## config.mk

```make
export PLATFORM = sky130hd
export DESIGN_NAME = window_pager
export DESIGN_NICKNAME = d
export VERILOG_FILES = /design/src/zx_mem_pkg.sv /design/src/window_pager.sv
export SDC_FILE = /design/constraint.sdc
export NUM_CORES = 1
export LEC_CHECK = 0
export ABC_AREA = 1
export BUFFER_PORTS_ARGS = -buffer_cell sky130_fd_sc_hd__buf_2
export CAP_MARGIN = 15
export CORE_MARGIN = 1
export CORE_UTILIZATION = 25
export DETAILED_ROUTE_END_ITERATION = 7
export PLACE_DENSITY = 0.47
export SETUP_SLACK_MARGIN = 0.2
export SYNTH_ARGS = -nofsm -noshare
export SYNTH_HDL_FRONTEND = slang
export SYNTH_SLANG_ARGS = --single-unit
```

## constraint.sdc

```tcl
create_clock -name fclk -period 0.9 [get_ports fclk]
set_input_delay 0 -clock fclk [delete_from_list [all_inputs] [get_ports fclk]]
set_output_delay 0 -clock fclk [all_outputs]
set_load 0.02 [all_outputs]
```

## src/zx_mem_pkg.sv

```systemverilog
package zx_mem_pkg;

	////////////////////////////////////////
	// z80 bus
	////////////////////////////////////////

	localparam int ZA_W = 16;
	localparam int ZD_W = 8;

	////////////////////////////////////////
	// memory words and paging
	////////////////////////////////////////

	localparam int WA_W = 21;
	localparam int WD_W = 16;
	localparam int PAGE_W = 8;
	localparam int WIN_N = 4;
	// 16 KB window holds 8K words
	localparam int WIN_OFS_W = 13;

	// store keeps 64K words, so pages 0..7 are distinct
	localparam int MEM_AW = 16;

	// store pipeline and flow control
	localparam int MEM_LAT = 3;
	localparam int MEM_CREDITS = 2;
	localparam int CRED_W = $clog2(MEM_CREDITS + 1);

	// screen burst
	localparam int VID_WORDS = 16;
	localparam int VCNT_W = $clog2(VID_WORDS);

	typedef logic [PAGE_W-1:0] page_t;
	typedef logic [WA_W-1:0] waddr_t;
	typedef logic [WD_W-1:0] word_t;

	// response routing tag
	typedef enum logic
	{
		TAG_VID = 1'b0,
		TAG_CPU = 1'b1
	} tag_t;

	localparam page_t SCR_PAGE0 = 8'd5;
	localparam page_t SCR_PAGE1 = 8'd7;

	// window i comes up mapped to page i
	localparam page_t [WIN_N-1:0] RESET_PAGE = {8'd3, 8'd2, 8'd1, 8'd0};
	// window 0 stands in for rom
	localparam logic [WIN_N-1:0] RESET_PROT = 4'b0001;

endpackage

```

## src/window_pager.sv

```systemverilog
`timescale 1ns/1ps

module window_pager
(
	input  logic fclk,
	input  logic rst_n,

	// page register write
	input  logic page_wr,
	input  logic [1:0] page_win,
	input  zx_mem_pkg::page_t page_val,
	input  logic page_prot,

	// translation
	input  logic [zx_mem_pkg::ZA_W-1:0] za,
	output zx_mem_pkg::waddr_t waddr,
	output logic [1:0] bsel,
	output logic prot
);
	import zx_mem_pkg::*;

	page_t [WIN_N-1:0] page_q;
	logic [WIN_N-1:0] prot_q;
	logic [1:0] win;

	////////////////////////////////////////
	// page and protect registers
	////////////////////////////////////////

	always_ff @(posedge fclk)
	begin
		if (!rst_n)
		begin
			page_q <= RESET_PAGE;
			prot_q <= RESET_PROT;
		end
		else if (page_wr)
		begin
			page_q[page_win] <= page_val;
			prot_q[page_win] <= page_prot;
		end
	end

	////////////////////////////////////////
	// address translation
	////////////////////////////////////////

	// top two bits pick the window
	assign win = za[ZA_W-1:ZA_W-2];

	// page number above the word offset
	assign waddr = {page_q[win], za[WIN_OFS_W:1]};

	// even byte sits in the low half of the word
	assign bsel = za[0] ? 2'b10 : 2'b01;

	assign prot = prot_q[win];

endmodule

```

== Yosys cells after proc, flatten, opt, wreduce, memory -nomap -nowiden ==
Index checks and enable logic that the tools add are counted.

* Flip-flop bits (word level): 36
* Latch bits: 0
* Memory bits (writable): 0
* Memory bits (read-only): 0
* Output and inout bits: 24
* Word-level logic and storage cells: 20
* Memories kept: 0

* $add $sub $neg: 0
* Multipliers: 0
* Div/mod/pow operators: 0
* Order comparisons: 3
* Eq/ne operators: 0
* Shifts and indexed selects: 0
* Muxes and demuxes: 11
* Bitwise operators: 0
* Reductions and logical operators: 1

{| class="wikitable"
|+ Operators by type and width
! cell !! number
|-
| 32-bit bitwise mux || 1
|-
| 8-bit binary-select mux with 2-bit select || 1
|-
| 8-bit demux with 2-bit select || 1
|-
| 8-bit two-way mux || 2
|-
| 2-bit by 3-bit < comparator with 1-bit output (second input constant) || 2
|-
| 4-bit bitwise mux || 1
|-
| 1-bit binary-select mux with 2-bit select || 1
|-
| 1-bit demux with 2-bit select || 1
|-
| 2-bit by 1-bit greater-or-equal comparator with 1-bit output (second input constant) || 1
|-
| 1-bit two-way mux || 2
|-
| 2-bit two-way mux || 1
|-
| 1-bit logical AND || 1
|}

== Longest topological paths before layout ==
Gate-level depths: netlist of run 1.

* Word-level depth: 5
* Depth in mapped cells: 7

== Worst setup path before layout of run 1 ==
No wires, ideal clock.

* Path kind: input to register
* Start point: in page_win[1]
* End point: reg prot_q[0]
* Setup time: 0.123 ns
* Arrival time: 0.570 ns
* Data required time: 0.777 ns
* Path slack: 0.207 ns
* Stages on the path: 6
* Path buffers: 2
* Cell sequence: buf_6 > nor2_8 > buf_8 > nand2_1 > nand2_1 > nand3_1

* Longest elaborated chain between the ends: 5
* Elaborated cells on any way between the ends: 6
* Those cells by class: 2 x order compare; 3 x mux; 1 x reduce/logical

{| class="wikitable"
|+ RTL lines
! item !! line !! source
|-
| from (decl) || window_pager.sv:10 || <nowiki>input logic [1:0] page_win,</nowiki>
|-
| 2-bit by 3-bit < comparator with 1-bit output (implied by the code) / 2-bit by 1-bit greater-or-equal comparator with 1-bit output (equally long branches) || window_pager.sv:40 || <nowiki>prot_q[page_win] <= page_prot;</nowiki>
|-
| 1-bit logical AND (implied by the code) || window_pager.sv:40 ||
|-
| 1-bit two-way mux (implied by the code) || window_pager.sv:40 ||
|-
| 1-bit demux with 2-bit select * || window_pager.sv:40 ||
|-
| 4-bit bitwise mux * || window_pager.sv:40 ||
|-
| to (signal, indexed assignment) || window_pager.sv:40 ||
|-
| to (decl) || window_pager.sv:23 || <nowiki>logic [WIN_N-1:0] prot_q;</nowiki>
|}

Mark *: on every way between the ends. The rest lies on a longest branch, timed or not.
A chain may end at the register's enable or synchronous reset.

== Worst setup path in the final report of run 1 ==
* Start point: reg page_q[13] in the netlist's numbering
* End point: out waddr[18]

* Longest elaborated chain between the ends: 2

{| class="wikitable"
|+ RTL lines
! item !! line !! source
|-
| from (decl) || window_pager.sv:22 || <nowiki>page_t [WIN_N-1:0] page_q;</nowiki>
|-
| from (signal, indexed assignment) || window_pager.sv:39 || <nowiki>page_q[page_win] <= page_val;</nowiki>
|-
| 8-bit binary-select mux with 2-bit select || window_pager.sv:52 || <nowiki>assign waddr = {page_q[win], za[WIN_OFS_W:1]};</nowiki>
|-
| 8-bit two-way mux (implied by the code) || window_pager.sv:52 ||
|-
| to (decl) || window_pager.sv:16 || <nowiki>output zx_mem_pkg::waddr_t waddr,</nowiki>
|}

No other way between the ends. The select of a mux whose other input is x is not followed.

==> summary.txt, run 1 <==
Route
  • Drt pass-1 iters: 4
  • DR vias/cell: approximately 4.2
  • Antenna Nets Post-Route: 0
  • Drt wl/cell: between 10 and 15 um
  • Final WL: between 4000 and 5000 um
  • DR iter-0 viols: 68
  • Via count: 1,755
  • DR DRC count: 0

GRT
  • Gr ovfl total: 0
  • Initial antenna violation count: 0
  • Gr usage total: roughly an eighth
  • Largest net degree at the start of global routing: 37
  • First-pass GRT wire length: 7824 um
  • Vias in the first global route: around 1,600

Die
  • Total I/O pin count: 54
  • CORE AREA: between 7000 and 8000 um^2
  • Starting Density: between 20% and 30%
  • Die height: 91.77 um
  • Die ar.: 8421 um^2
  • FP Rows: 32
  • Die width: just over 90 um

Timing
  • Fmax: around 960 MHz
  • Clk_skew: 0 ps
  • Actual slew at the worst max-slew pin: between 300 and 400 ps
  • Period utilization: 116.1%
  • Min Hold Slack: -18.65 ps
  • RSZ-0062 raised after global routing: true
  • Hold Violations, Final: 3
  • Post-layout minimum cycle time: 1045 ps
  • Final setup margin: -145.3 ps
  • Final max-slew violation count: 0
  • Max_slew headroom: 78.21%
  • Final setup vio count: 9

Logic synthesis
  • Register area share after synthesis: between 30 and 40%
  • Post-Synthesis Cells: slightly below 300
  • Syn Nets: between 300 and 400
  • Avg Inst Size Synth: 6.806 um^2
  • Synth cell types: 19
  • Yosys reg bits: 36
  • Synthesis Warnings: 0
  • Netlist Area Pre-Place: 2014 um^2

Place
  • DP Wirelength: 2964 um
  • DP Worst Slack: between 20 and 30 ps
  • Post-DP Area: approximately 2100 um^2
  • Number of I/O port buffers: 27
  • Gp weighted congestion: between 0.7 and 0.8

Worst setup path
  • CP Capture Type: primary output
  • Critical Path RT: roughly 900 ps
  • Worst path arrival time: approximately 1100 ps
  • Critical Path Start Type: flop
  • Worst-path fanout max: 2
  • Critical path class: flop to primary output

Power
  • Peak VDD IR: a little under 0.5 mV
  • Static Leak: between 1 and 1.5 nW
  • Pwr Density: around 1500 nW/um^2
  • Power consumption: between 0.003 and 0.004 W

Layout
  • Area growth syn-to-layout: 19.81%
  • Non-Filler Cell Area, Final: approximately 2400 um^2
  • ANT cells: 0
  • NumNets Final: 347
  • Share of cells above drive strength 1: 30.16%

Min path
  • HP Class: input port to flop

Flow run
  • Total of max-cap violations: 0

Outcome
  • Failing checks: negative hold slack, negative setup slack
  • Status: complete, but fails checks

CTS
  • Bufs on Longest Clock Path: 2
  • Clk sinks: 36
  • CTS root buffer: clkbuf_8
  • Clock slew at reported path FFs: 70 ps
  • CTS Buf Count: 5
  • H-tree depth: 2
  • Clk Latency, worst-skew pair: 280 ps
  • CTS tree: yes
-- cells in the final DEF, fill, tap and decap left out, types with 10 or more instances in the layout --
| master | instances |
|---|---|
| buf_2 | 18 |
| buf_6 | 14 |
| dfxtp_1 | 22 |
| dfxtp_2 | 14 |
| inv_1 | 26 |
| inv_2 | 10 |
| nand2_1 | 79 |
| nand2_2 | 11 |
| nand3_1 | 14 |
| nor2_1 | 54 |
| o211ai_1 | 17 |
-- layout make-up --
| class | instances | area [um^2] |
|---|---|---|
| fill | 871 | 5354 |
| multi-input combinational | 190 | 925.9 |
| sequential | 36 | 738.2 |
| timing repair buffer | 46 | 405.4 |
| inverter | 38 | 147.6 |
| tap | 102 | 127.6 |
| clock buffer | 5 | 68.82 |
-- power breakdown --
group / switching, W / leakage (nW) / total (W) / internal [W]
Sequential: 0.0000364 / 0.299 / 0.00172 / 0.00168
Combinational: 0.000429 / 0.905 / 0.000748 / 0.000320
Clock: 0.000542 / 0.0359 / 0.00104 / 0.000499
-- worst paths after layout --
| kind | start | end | slack [ps] | depth (start not counted) |
|---|---|---|---|---|
| setup / recovery | page_q[13]$_SDFFE_PN0P_ | waddr[18] | -150 | 5 |
| hold / removal | page_val[0] | page_q[24]$_SDFFE_PN1P_ | -20 | 3 |
| setup reg to reg | page_q[9]$_SDFFE_PN0P_ | page_q[9]$_SDFFE_PN0P_ | 110 | 6 |
| hold reg to reg | page_q[17]$_SDFFE_PN1P_ | page_q[17]$_SDFFE_PN1P_ | 460 | 2 |
-- metrics by stage --
stage | instances | util, % | TNS, ps
CTS | 417 | 30.46 | -1105
floorplan | 296 | - | 0
global route | 417 | 31.07 | -1752
finish | 417 | 31.07 | -1031
detailed placement | 398 | 27.19 | 0
global placement | 398 | 27.19 | 0
-- cells by family after synthesis --
kind of cell,synth area share [%]
compound gates,10.06
buf+inv,19.25
flops,35.78
simple gates,34.91
-- repair_timing --
action,4_1_cts,5_1_grt
hold buffers,8,0
setup endpoints to repair,9,19
endpoints found under the hold margin,11,0
pin swaps,18,20
buffers inserted,6,3
gates resized for setup,25,31
-- synthesized netlist by cell type, drive strengths merged --
cell type | instances | area [um^2]
dfxtp | 36 | 720.7
o21ai | 1 | 5.000
nor2 | 55 | 222.7
inv | 38 | 147.6
buf | 31 | 236.5
clkbuf | 1 | 3.750
o211ai | 17 | 127.6
nand4 | 2 | 12.51
a21oi | 8 | 70.07
nand2 | 90 | 345.3
nand3 | 17 | 122.6
-- sequential cells by signal, indices dropped and copies added (netlist names) --
signal	flops
page_q	32
prot_q	4
-- worst max-delay path: stages (launching register included) --
cell      delay (ps)
dfxtp_1          300
inv_1             60
nand2_1           50
o211ai_1          70
nand2_1          130
buf_6            160
-- metal layers --
metal | track usage (%) | up-vias | routed length (um)
met4 | 4.427 | 0 | 65
met5 | 0 | - | 0
met3 | 2.322 | 6 | 274
li1 | - | 930 | -
met2 | 18.92 | 43 | 2108
met1 | 15.93 | 776 | 2243
Note: power is estimated with default switching activity, not from simulation.
==> run 2, diff against run 1 <==
- CELL_PAD_IN_SITES_DETAIL_PLACEMENT: not set -> 0
- CELL_PAD_IN_SITES_GLOBAL_PLACEMENT: not set -> 1
- PLACE_DENSITY: 0.47 -> 0.61
==> run 2 against run 1 <==
Net effect: the flow still finishes with violations (negative hold slack, negative setup slack); wire length up 4.9%; global-route usage rose by 1.2 points; core utilization barely moved; via count down 1.0%; critical path depth fell by 2; final cell count increased by 0.24%; sequential share of layout area shrank 0.14 points; largest power group unchanged; critical path type unchanged; maximum frequency shrank 1.8%; register-to-register slack better by 70 ps; power up 15%; flip-flop and latch count unchanged; largest cell class unchanged; critical endpoint unchanged.
==> summary.txt, run 2 (synthesis gave the netlist of run 1 again) <==
Die
  • Die width: 91.77 um (unchanged)
  • FP Rows: 32 (unchanged)
  • Die height: 91.77 um (unchanged)
  • Total I/O pin count: 54 (unchanged)
  • Die ar.: 8421 um^2 (unchanged)
  • CORE AREA: 7767 um^2 (unchanged)
  • Starting Density: 25.93% (unchanged)

Power
  • Sw Share: 26.55% (-2.2 points)
  • Psw: 0.001069 W (+6.1%)
  • Clock share of power: 39.3% (+9.6 points)
  • Static Leak: 1.240 nW (about the same)
  • Internal power: 0.002958 W (+18%)
  • Part of the power in registers: 42.7% (-6.3 points)
  • Logic pwr share: 18.1% (-3.2 points)
  • Pwr Density: 1667 nW/um^2 (+15%)
  • Peak VDD IR: 0.7776 mV (+58%)

CTS
  • CTS tree: yes
  • CTS Buf Count: 5 (unchanged)
  • Clk sinks: 36 (unchanged)
  • H-tree depth: 2 (unchanged)
  • Clock slew at reported path FFs: 80 ps (about the same)
  • Clk Latency, worst-skew pair: 280 ps (about the same)
  • CTS root buffer: clkbuf_8
  • Bufs on Longest Clock Path: 2 (unchanged)

Timing
  • Actual slew at the worst max-slew pin: 313.5 ps (-13.32 ps)
  • Setup Total Neg Slack: -1202 ps (-170.9 ps)
  • Period utilization: 118.3% (+2.1 points)
  • Post-layout minimum cycle time: 1064 ps (+19.18 ps)
  • Clk_skew: 0 ps (unchanged)
  • RSZ-0062 raised after global routing: true
  • Min Hold Slack: -10.89 ps (+7.755 ps)
  • Final setup vio count: 9 (unchanged)
  • Final setup margin: -164.5 ps (-19.18 ps)
  • Fmax: 939.4 MHz (-1.8%)
  • Final max-slew violation count: 0 (unchanged)
  • Max_slew headroom: 79.10% (+0.89 points)
  • Hold Violations, Final: 5 (+2)

Min path
  • HP Class: input port to flop
  • Worst Hold Depth: 3 (unchanged)

Worst setup path
  • CP max stage cell: dfxtp_2
  • Worst-path fanout max: 2 (unchanged)
  • R2r worst-path depth: 5 (-1)
  • Worst path arrival time: 1060 ps (about the same)
  • Critical Path Start Type: flop
  • Worst path cell trace: o211ai_1 > nand2_1 > buf_6
  • CP Capture Type: primary output
  • Critical path class: flop to primary output
  • Critical Path RT: 900 ps (about the same)
  • CP peak stage delay: 330 ps (+30 ps)

Route
  • Final WL: 4921 um (+4.9%)
  • DR vias/cell: 4.156 (-1.3%)
  • Drt wl/cell: 11.77 um (+4.6%)
  • Antenna Nets Post-Route: 0 (unchanged)
  • Via count: 1,737 (-1.0%)
  • Drt pass-1 iters: 4 (unchanged)
  • DR iter-0 viols: 112 (+65%)
  • DR DRC count: 0 (unchanged)

Outcome
  • Status: complete, but fails checks
  • Failing checks: negative hold slack, negative setup slack

Layout
  • Commonest non-fill, non-tap cells in the layout: nand2_1 (84), nor2_1 (53), inv_1 (26)
  • Max reg flops: 32 (unchanged)
  • Fillers: 886 (+1.7%)
  • Area of the multi-input gates: 915.9 um^2 (-1.1%)
  • Share of cells above drive strength 1: 28.80% (-1.4 points)
  • ANT cells: 0 (unchanged)
  • Most common cell after layout, fill and taps aside: nand2_1
  • Register area: 735.7 um^2 (-0.34%)
  • Area growth syn-to-layout: 19.94%
  • Most flops, register: page_q
  • Top flop regs: page_q (32), prot_q (4)
  • NumNets Final: 345 (-0.58%)

GRT
  • First-pass GRT wire length: 8521 um (+8.9%)
  • Largest net degree at the start of global routing: 37 (unchanged)
  • Gr usage total: 13.06% (+1.2 points)
  • Gr ovfl total: 0 (unchanged)
  • Initial antenna violation count: 0 (unchanged)
  • Vias in the first global route: 1,696 (+9.2%)

Place
  • Number of I/O port buffers: 27 (unchanged)
  • Gp weighted congestion: 0.7077 (-2.5%)
  • DP Wirelength: 3134 um (+5.7%)

Flow run
  • Total of max-cap violations: 0 (unchanged)
run 2: power by group through the flow:
stage | sequential (W) | clock, W | combinational (W)
global route | 0.00173 | 0.00170 | 0.000819
global placement | 0.00175 | 0 | 0.000628
CTS | 0.00171 | 0.00163 | 0.000724
floorplan | 0.00174 | 0 | 0.000551
finish | 0.00172 | 0.00158 | 0.000728
detailed placement | 0.00175 | 0 | 0.000633
run 2: layout make-up:
type / instances / area share [%]
tap: 102 / 5.282
inverter: 38 / 6.111
clock buffer: 7 / 3.988
timing repair buffer: 44 / 15.02
sequential: 36 / 30.45
clock inverter: 1 / 1.243
multi-input combinational: 190 / 37.91
run 2: metal layers:
metal / GRT usage [%] / wire (um) / up-vias
met5: 0 / 0 / -
met4: 4.557 / 53 / 0
met3: 2.570 / 192 / 4
met2: 20.68 / 2197 / 33
met1: 17.65 / 2478 / 776
li1: - / - / 924
run 2: path summary, 6_finish.rpt:
| path | startpoint | to | slack [ps] |
|---|---|---|---|
| hold reg to reg | page_q[8]$_SDFFE_PN1P_ | page_q[8]$_SDFFE_PN1P_ | 460 |
| hold / removal | page_val[4] | page_q[28]$_SDFFE_PN0P_ | -10 |
| setup reg to reg | page_q[12]$_SDFFE_PN0P_ | page_q[12]$_SDFFE_PN0P_ | 180 |
| setup / recovery | page_q[5]$_SDFFE_PN0P_ | waddr[18] | -160 |
run 2: timing repair:
item                                    in CTS  in global routing
endpoints found under the setup margin       9                 17
buffers inserted                             6                  2
hold endpoints to repair                     6                  0
pin swaps                                   15                 16
gates resized for setup                     26                 20
hold buffers                                 5                  0
run 2: worst max-delay path: cells and delay by family, from the launching register on:
family	cells	cell delay, ps
flip-flops	1	330
AO/OA/AOI/OAI	1	200
buffers and inverters	1	140
AND/OR/NAND/NOR	1	100
run 2: through the flow:
step                instances  instance area, um^2  worst slack [ps]  total power, W  util (%)
floorplan                 296                 2014             207.1        0.002290         -
global placement          398                 2100             60.53        0.002374     27.03
detailed placement        398                 2100             29.04        0.002380     27.03
finish                    418                 2416            -164.5        0.004027     31.11
global route              418                 2416            -234.0        0.004244     31.11
CTS                       417                 2380            -169.8        0.004069     30.64
